### src/include/flow_mux_defines.svh
// Configuration macros for the round-robin flow multiplexer: requester count, data width, depth
`ifndef FLOW_MUX_DEFINES_SVH
`define FLOW_MUX_DEFINES_SVH

// ----------------------------------------------------------------------
// Fixed configuration of the four-way merge
// ----------------------------------------------------------------------

// Number of independent requesters feeding the multiplexer
`define FM_NUM_REQ 4

// Width of one payload word
`define FM_DATA_W 16

// Entries per ingress FIFO
// Must stay a power of two, the FIFO pointers wrap on it
`define FM_FIFO_DEPTH 4

`endif

### src/design/flow_mux_pkg.sv
// Shared types of the flow multiplexer: word, source index, request vector, output beat
`include "flow_mux_defines.svh"

package flow_mux_pkg;

  // ----------------------------------------------------------------------
  // Vector types
  // ----------------------------------------------------------------------

  // One payload word
  typedef logic [`FM_DATA_W-1:0] data_t;

  // Index of a requester, 2 bits for four sources
  typedef logic [$clog2(`FM_NUM_REQ)-1:0] src_id_t;

  // One bit per requester, used for valid, ready and grant vectors
  typedef logic [`FM_NUM_REQ-1:0] req_vec_t;

  // ----------------------------------------------------------------------
  // Output beat
  // ----------------------------------------------------------------------

  // Source index in the upper bits, payload below
  typedef struct packed {
    src_id_t src;
    data_t   data;
  } flow_beat_t;

endpackage : flow_mux_pkg

### src/design/flow_ingress_fifo.sv
// Ingress FIFO with ready-valid push and pop, full and empty tracking by wrap-bit pointers
`include "flow_mux_defines.svh"

module flow_ingress_fifo (
  input  logic                clk,
  input  logic                rst_n,
  input  logic                push_valid,
  output logic                push_ready,
  input  flow_mux_pkg::data_t push_data,
  output logic                pop_valid,
  input  logic                pop_ready,
  output flow_mux_pkg::data_t pop_data
);

  import flow_mux_pkg::*;

  // Address bits of the storage array
  localparam int ADDR_W = $clog2(`FM_FIFO_DEPTH);

  // ----------------------------------------------------------------------
  // Storage and pointers
  // ----------------------------------------------------------------------

  // Payload storage
  data_t mem [`FM_FIFO_DEPTH];

  // Pointers carry one extra wrap bit to tell full from empty
  logic [ADDR_W:0] wr_ptr;
  logic [ADDR_W:0] rd_ptr;

  logic full;
  logic empty;
  logic push_fire;
  logic pop_fire;

  // ----------------------------------------------------------------------
  // Status
  // ----------------------------------------------------------------------

  // Same address on the same lap
  assign empty = (wr_ptr == rd_ptr);

  // Same address with the writer one lap ahead
  assign full = (wr_ptr[ADDR_W] != rd_ptr[ADDR_W]) &&
                (wr_ptr[ADDR_W-1:0] == rd_ptr[ADDR_W-1:0]);

  // Push refused only when full
  // A pop in the same cycle does not open a slot for the push
  assign push_ready = !full;
  assign pop_valid  = !empty;

  assign push_fire = push_valid && push_ready;
  assign pop_fire  = pop_valid && pop_ready;

  // ----------------------------------------------------------------------
  // Write side
  // ----------------------------------------------------------------------

  always_ff @(posedge clk) begin
    if (push_fire) begin
      mem[wr_ptr[ADDR_W-1:0]] <= push_data;
    end
  end

  always_ff @(posedge clk or negedge rst_n) begin
    if (!rst_n) begin
      wr_ptr <= '0;
    end else if (push_fire) begin
      wr_ptr <= wr_ptr + 1'b1;
    end
  end

  // ----------------------------------------------------------------------
  // Read side
  // ----------------------------------------------------------------------

  always_ff @(posedge clk or negedge rst_n) begin
    if (!rst_n) begin
      rd_ptr <= '0;
    end else if (pop_fire) begin
      rd_ptr <= rd_ptr + 1'b1;
    end
  end

  // Head word straight from the array
  // Valid the cycle after it was written
  assign pop_data = mem[rd_ptr[ADDR_W-1:0]];

endmodule : flow_ingress_fifo

### config.mk
export PLATFORM = sky130hd
export DESIGN_NAME = flow_ingress_fifo
export DESIGN_NICKNAME = d
export VERILOG_FILES = /design/src/design/flow_mux_pkg.sv /design/src/design/flow_ingress_fifo.sv
export VERILOG_INCLUDE_DIRS = /design/src /design/src/include
export SDC_FILE = /design/constraint.sdc
export NUM_CORES = 1
export LEC_CHECK = 0
export BUFFER_PORTS_ARGS = -buffer_cell sky130_fd_sc_hd__buf_2
export CAP_MARGIN = 20
export CORE_MARGIN = 5
export CORE_UTILIZATION = 60
export CTS_CLUSTER_DIAMETER = 60
export DETAILED_ROUTE_END_ITERATION = 16
export GPL_TIMING_DRIVEN = 0
export PLACE_DENSITY = 0.88
export SETUP_SLACK_MARGIN = 0.1
export SLEW_MARGIN = 20
export SYNTH_ARGS = -nofsm -noshare
export SYNTH_HDL_FRONTEND = slang
export SYNTH_SLANG_ARGS = --single-unit
### constraint.sdc
create_clock -name clk -period 4.6 [get_ports clk]
set_input_delay 0 -clock clk [delete_from_list [all_inputs] [get_ports clk]]
set_output_delay 0 -clock clk [all_outputs]
set_load 0.01 [all_outputs]
==> results.md, run 1 <==
- Status: finished, final reports clean
- Fin crit share: between 40% and 50%
- Wire length per cell: 22.1 um
- Ant. Diodes: 0
- Number of hold-slack violations in the final timing report: 0
- IR drop worst, VDD: 380 uV
- Vias in the first global route: 1,630
- Setup ws final: around 2.4 ns
- Most common library cell in the layout ignoring fill and taps: edfxtp_1
- Post-synthesis net count: 155
- Post-route cell area: 3400 um2
- Slew @ Worst Pin: 0.851 ns
- Endpoint of the worst-slack reg-to-reg timing path: mem[2][10]
- Clock Sink Count: 70
- Final Wtd Congestion: 0.744
- Average cell area after synthesis: 21.4 um2
- CP peak stage delay: ~0.75 ns
- Layout overhead on the synthesized area: 22.4%
- Final hold slack: 0.0220 ns
- Highest-count cells in the layout ignoring fill and taps: edfxtp_1 (64), buf_2 (39), dlygate4sd3_1 (18), mux4_2 (16), clkbuf_8 (9)
- Root Buffer: clkbuf_8
- Clock tree from TritonCTS: built
- Slowest CP cell: and3_1
- Class of the most critical setup path: reg -> reg
- Required time worst endpoint: approximately 4.6 ns
- First DRT Iteration DRCs: 182
- Global-route usage over all layers: 20.1%
- RSZ-0062 raised after global routing: false
- Placed cell areas: about 3000 um2
- Setup slack after placement: 2.45 ns
- Slew margin rel.: 43.3%
- Layout cell share with drive strength beyond 1: 35.8%
- Remaining antenna violation count: 0
- Max Fclk: 463 MHz
- Critical path peak fanout: 16
- Number of I/O port buffers: 37
- Arrival time of the worst setup path: 2.12 ns
- Post-synthesis instance area: 2780 um2
- Total vias in the final route: approximately 1,500
- Tmin final: ~2.2 ns
- Count of final max-slew check failures: 0
- Placed Cells: 219
- IO Pins: 38
- Mapped Cells: 130
- Kind of cell with the highest combined delay on the critical path: simple AND/OR/NAND/NOR gates
- Number of vias per cell: 6.07
- Antenna violations before repair: 0
- Clock-pin slew on the worst setup and hold paths: 0.07 ns
- Leak Pwr: 1.22 nW
- Number of standard cells in the layout, taps in and fillers out: 253
- Type of element capturing the critical path: flop
- Worst reg2reg startpoint: rd_ptr[0]
- HPWL reported at the end of detailed placement: 3.25 mm
- Final global-route overflow total: 0
- Final Util: about 77%
- Setup violations, final: 0
- Maximum clock skew at final layout: 0.00462 ns
- Total die area: ~6100 um2
- Fill cells: 233
- Register bit total from synthesis: 70
- Number of cells traversed by the worst register-to-register path: 4
- Worst skew pair latency: 0.33 ns
- Sequential element share of the synthesized area: 74.6%
- Total of warnings raised by yosys: 0
- Die boundary height: between 70 and 80 um
- Number of buffers inserted during clock tree synthesis: 9
- Cell row count: 24
- Postcts setup bufs: 0
- Critical Path Start Type: flop
- Distinct cell type count after synthesis: 22
- TNS Setup: 0 ns
- Setup slack on the worst flop-to-flop path: 2.44 ns
- Sum of routed wire length over all layers: 5.60 mm
- Power density normalized to cell area: ~640 nW/um2
- Starting density of the core: between 60 and 70%
- Power after layout: 2.18 mW
- Deepest level of the CTS H-tree: 3
- Class of the most critical hold timing path: in -> async
- Worst-path cell chain: buf_4 -> xnor2_2 -> nand3_1 -> and3_1
- Count of unresolved DRC violations after routing: 0
- Max-cap violation count: 0
- Max Buffers Root-to-Sink: 2
- Final #Nets: 221
- Buffers plus inverters on the worst setup path: 1
- Die boundary width: 78.0 um
- Core area: between 4000 and 5000 um2
- Global-route wire length before repair: 8.89 mm
- Number of iterations in the first detailed-routing pass: 4
- Largest net degree at the start of global routing: 18
state kept, by name, indices dropped and copies added, names as in the netlist:
name,count
mem,64
rd_ptr,3
wr_ptr,3
layout make-up:
class                   count  area [um2]  area share (%)
inverters                   3        11.3           0.331
plain buffers               4        25.0           0.737
clock buffers              11         131            3.87
repair buffers             55         365            10.8
multi-input cells          53         677            19.9
flip-flops and latches     70        2070            61.0
well taps                  52        65.1            1.92
clock inverters             5        50.0            1.47
cell usage after synthesis:
master / count / share of area (%)
xor2_1: 3 / 0.95
buf_4: 2 / 0.54
edfxtp_1: 64 / 69
nand3_1: 2 / 0.36
ha_1: 5 / 2.3
xnor2_1: 4 / 1.3
o311ai_0: 1 / 0.32
and3_1: 3 / 0.68
nand2_1: 2 / 0.27
mux2i_1: 1 / 0.36
mux4_2: 16 / 13
a31oi_1: 1 / 0.23
buf_2: 2 / 0.36
a211oi_1: 2 / 0.54
a31oi_2: 1 / 0.45
o31ai_1: 4 / 1.1
nand2b_1: 2 / 0.45
dfrtp_1: 6 / 5.4
inv_1: 3 / 0.41
xor2_2: 1 / 0.59
a21oi_1: 4 / 0.72
xnor2_2: 1 / 0.59
report_power, final:
| part | switching [mW] | internal (mW) |
|---|---|---|
| Sequential | 0.0752 | 0.856 |
| Clock | 0.207 | 0.246 |
| Combinational | 0.450 | 0.343 |
how the worst max path moves through the flow:
stage / startpoint / to / slack, ns / cells after the start
floorplan: rd_ptr[0] / mem[0][0] / 2.81 / 4
global placement: rd_ptr[0] / mem[3][7] / 2.45 / 3
detailed placement: rd_ptr[0] / mem[2][7] / 2.45 / 4
CTS: rd_ptr[0] / mem[2][4] / 2.44 / 4
global route: rd_ptr[0] / mem[2][10] / 2.30 / 4
finish: rd_ptr[0] / mem[2][10] / 2.44 / 4
what timing repair did:
action | in CTS | in global routing
hold buffers | 18 | 0
endpoints found under the hold margin | 71 | 0
gates resized for setup | 0 | 0
routing by layer:
metal	track usage, %	up-vias	part of all wire [%]
li1	-	668	-
met1	24.7	782	37
met2	34.8	74	55
met3	4.35	12	6.1
met4	7.94	0	1.4
met5	0	-	0
logic make-up after synthesis:
| kind of cell | synth area share, % |
|---|---|
| AOI/OAI and AO/OA | 3.33 |
| DFF | 74.6 |
| muxes | 13.3 |
| xor gates and xnor gates | 3.38 |
| adders and majority gates | 2.25 |
| and+or+nand+nor | 1.76 |
| buffers and inverters | 1.31 |
(Power assumes the default switching activity.)
==> run 2: changes to the inputs <==
- ABC_AREA: not set -> 1
- CORE_UTILIZATION: 60 -> 51
- PLACE_DENSITY: 0.88 -> 0.8
- clock period: 4.6 -> 1.9 ns (I/O delays scaled with it)
==> results.md, run 2 <==
- Most prevalent standard cell on the critical path: buf_2
- Largest net degree at the start of global routing: 17 (-1)
- Worst reg2reg startpoint: rd_ptr[1]
- Leading cell type by number of instances after synthesis: edfxtp_1
- Fin crit share: 87.6%
- Setup slack on the worst flop-to-flop path: 0.29 ns (-2.15 ns)
- Count of final max-slew check failures: 0 (unchanged)
- Setup violations, final: 0 (unchanged)
- Most common library cell in the layout ignoring fill and taps: edfxtp_1
- Count of unresolved DRC violations after routing: 0 (unchanged)
- Register bit total from synthesis: 70 (unchanged)
- CP peak stage delay: 0.40 ns (-0.35 ns)
- Vias in the first global route: 1,927 (+18%)
- IO Pins: 38 (unchanged)
- Average cell area after synthesis: 13.2 um2 (-38%)
- Core area: 5470 um2 (+24%)
- Wire length per cell: 15.9 um (-28%)
- Fraction of registers with async set/reset: 8.57% (unchanged)
- Status: finished, final reports clean
- IR drop worst, VDD: 624 uV (+64%)
- Clock Sink Count: 70 (unchanged)
- Number of cells traversed by the worst register-to-register path: 8 (+4)
- Distinct cell type count after synthesis: 18 (-18%)
- Global-route usage over all layers: 16.8% (-3.3 points)
- Number of iterations in the first detailed-routing pass: 4 (unchanged)
- Arrival time of the worst setup path: 1.66 ns (-0.46 ns)
- Starting density of the core: 51.9% (-11 points)
- Post-synthesis net count: 241 (+55%)
- Max-cap violation count: 0 (unchanged)
- Clock-pin slew on the worst setup and hold paths: 0.08 ns (about the same)
- Worst-path cell chain: buf_6 -> inv_6 -> buf_2 -> o21ai_0 -> o22ai_1 -> buf_2
- Ant. Diodes: 0 (unchanged)
- Count of flip-flops with a built-in enable after synthesis: 64 (unchanged)
- Remaining antenna violation count: 0 (unchanged)
- First DRT Iteration DRCs: 193 (+6.0%)
- Total of warnings raised by yosys: 0 (unchanged)
- Leading post-synthesis cells by cell area: edfxtp_1 (68%), o21ai_0 (5.6%), dfrtp_1 (5.3%), nor2_1 (4.6%), o22ai_1 (3.5%)
- Sum of routed wire length over all layers: 5.82 mm (+3.9%)
- Antenna violations before repair: 0 (unchanged)
- Placed Cells: 326 (+49%)
- Slew margin rel.: 80.8% (+38 points)
- Area share of the leading cell type in the synthesized netlist: 67.6% (-1.6 points)
- Endpoint of the worst-slack reg-to-reg timing path: mem[3][4]
- Slowest CP cell: dfrtp_1
- Number of vias per cell: 5.25 (-14%)
- Final global-route overflow total: 0 (unchanged)
- Final #Nets: 314 (+42%)
- Fill cells: 366 (+57%)
- Library cell occupying the most area in the post-synthesis netlist: edfxtp_1
- FF/Latch Area: 2070 um2 (unchanged)
- Die boundary width: 84.6 um (+8.5%)
- Highest-count cells in the layout ignoring fill and taps: edfxtp_1 (64), buf_2 (43), nor2_1 (32), o21ai_0 (32), nand2_1 (22)
- RSZ-0062 raised after global routing: false
- Post-synthesis instance area: 2840 um2 (+2.3%)
- Global-route wire length before repair: 9.15 mm (+2.9%)
- Total vias in the final route: 1,921 (+25%)
- Leak Pwr: 1.40 nW (+15%)
- Slew @ Worst Pin: 0.287 ns (-0.564 ns)
- Total die area: 7160 um2 (+18%)
- Area used by multi-input combinational logic: 681 um2 (+0.55%)
- Layout overhead on the synthesized area: 29.0%
- Prevailing post-synth register cell: edfxtp_1
- Mapped Cells: 216 (+66%)
- Number of buffers inserted during clock tree synthesis: 9 (unchanged)
- Class of the most critical hold timing path: in -> reg
- Number of standard cells in the layout, taps in and fillers out: 366 (+45%)
- Clock tree from TritonCTS: built
- Final Wtd Congestion: 0.788 (+5.8%)
- Root Buffer: clkbuf_8
- Max Fclk: 601 MHz
- Cell row count: 27 (+13%)
- Deepest level of the CTS H-tree: 3 (unchanged)
- Power density normalized to cell area: 1590 nW/um2 (+150%)
- Type of element capturing the critical path: output pin
- Required time worst endpoint: 1.90 ns (-2.66 ns)
- Die boundary height: 84.6 um (+8.5%)
- Maximum clock skew at final layout: 0.00664 ns (+0.00201 ns)
- Class of the most critical setup path: reg -> out
- Critical Path Start Type: flop
- Sequential element share of the synthesized area: 72.9% (-1.7 points)
- Number of hold-slack violations in the final timing report: 0 (unchanged)
- HPWL reported at the end of detailed placement: 3.61 mm (+11%)
- Synth cell count leaders: edfxtp_1 (64), nor2_1 (35), o21ai_0 (32)
- Tmin final: ~1.7 ns
- Launch point of the worst path: rd_ptr[1]
- Capture point of the critical path: pop_data[10]
- Max Buffers Root-to-Sink: 2 (unchanged)
- Critical path peak fanout: 10 (-6)
- Flip-flop count of the largest register after layout: 64 (unchanged)
- Number of I/O port buffers: 37 (unchanged)
- Power after layout: 5.82 mW (+170%)
- Layout cell share with drive strength beyond 1: 27.6% (-8.3 points)
- Worst Hold Path Cells: 2
- Worst skew pair latency: 0.34 ns (about the same)
==> run 2: per-stage QoR <==
stage	area (um2)	hold slack, ns	TNS, ns	utilization [%]	setup slack (ns)
6_report	3660	0.405	0	67.0	0.236
5_1_grt	3660	0.393	0	67.0	0.114
3_3_place_gp	3120	-0.170	-25.24	57.0	-0.597
4_1_cts	3620	0.389	0	66.1	0.122
2_1_floorplan	2840	-0.296	-2.60	-	-0.0541
3_5_place_dp	3140	-0.167	-3.63	57.3	-0.127
==> run 2: routing by layer <==
metal / wire (um) / vias up / global-route usage [%]
met4: 74 / 0 / 8.20
li1: - / 926 / -
met3: 415 / 6 / 4.61
met2: 2990 / 68 / 27.6
met1: 2340 / 921 / 20.5
met5: 0 / - / 0
==> run 2: cells by family after synthesis <==
logic type | after synthesis | synth area share [%]
AOI/OAI and AO/OA | 48 | 9.16
xor gates and xnor gates | 1 | 0.308
buffers and inverters | 21 | 3.92
DFF | 70 | 72.9
and+or+nand+nor | 71 | 11.5
adders and majority gates | 5 | 2.20
==> run 2: critical path: cells and delay by family, from the launching register on <==
family	cells	cell delay (ns)
buf+inv	4	0.61
flops	1	0.40
compound gates	2	0.30
==> run 2: where the power goes <==
part	internal, mW	switching [mW]
logic	0.812	1.40
registers	2.05	0.128
clock network	0.876	0.551
==> run 2: how the worst min path moves through the flow <==
stage	from	endpoint	slack [ns]
floorplan	rst_n	rd_ptr[0]	-0.30
global placement	rst_n	rd_ptr[2]	-0.17
detailed placement	rst_n	rd_ptr[2]	-0.17
CTS	push_data[11]	mem[3][11]	0.39
global route	push_data[10]	mem[1][10]	0.39
finish	push_data[10]	mem[0][10]	0.41
==> run 2: area by class of cell <==
cell class	instances	share of cell area (%)
Buffer	10	1.71
Clock buffer	9	3.38
Clock inverter	7	3.24
Inverter	11	1.43
Multi-Input combinational cell	125	18.6
Sequential cell	70	56.5
Tap cell	72	2.46
Timing Repair Buffer	62	12.7
==> run 2: repair_timing <==
action                     in CTS  in global routing
gates cloned                    0                  0
pin swaps                       0                  3
hold buffers                   20                  0
setup endpoints to repair      57                 41
hold endpoints to repair       75                  0
buffers inserted                1                  3
resized for setup               4                  0
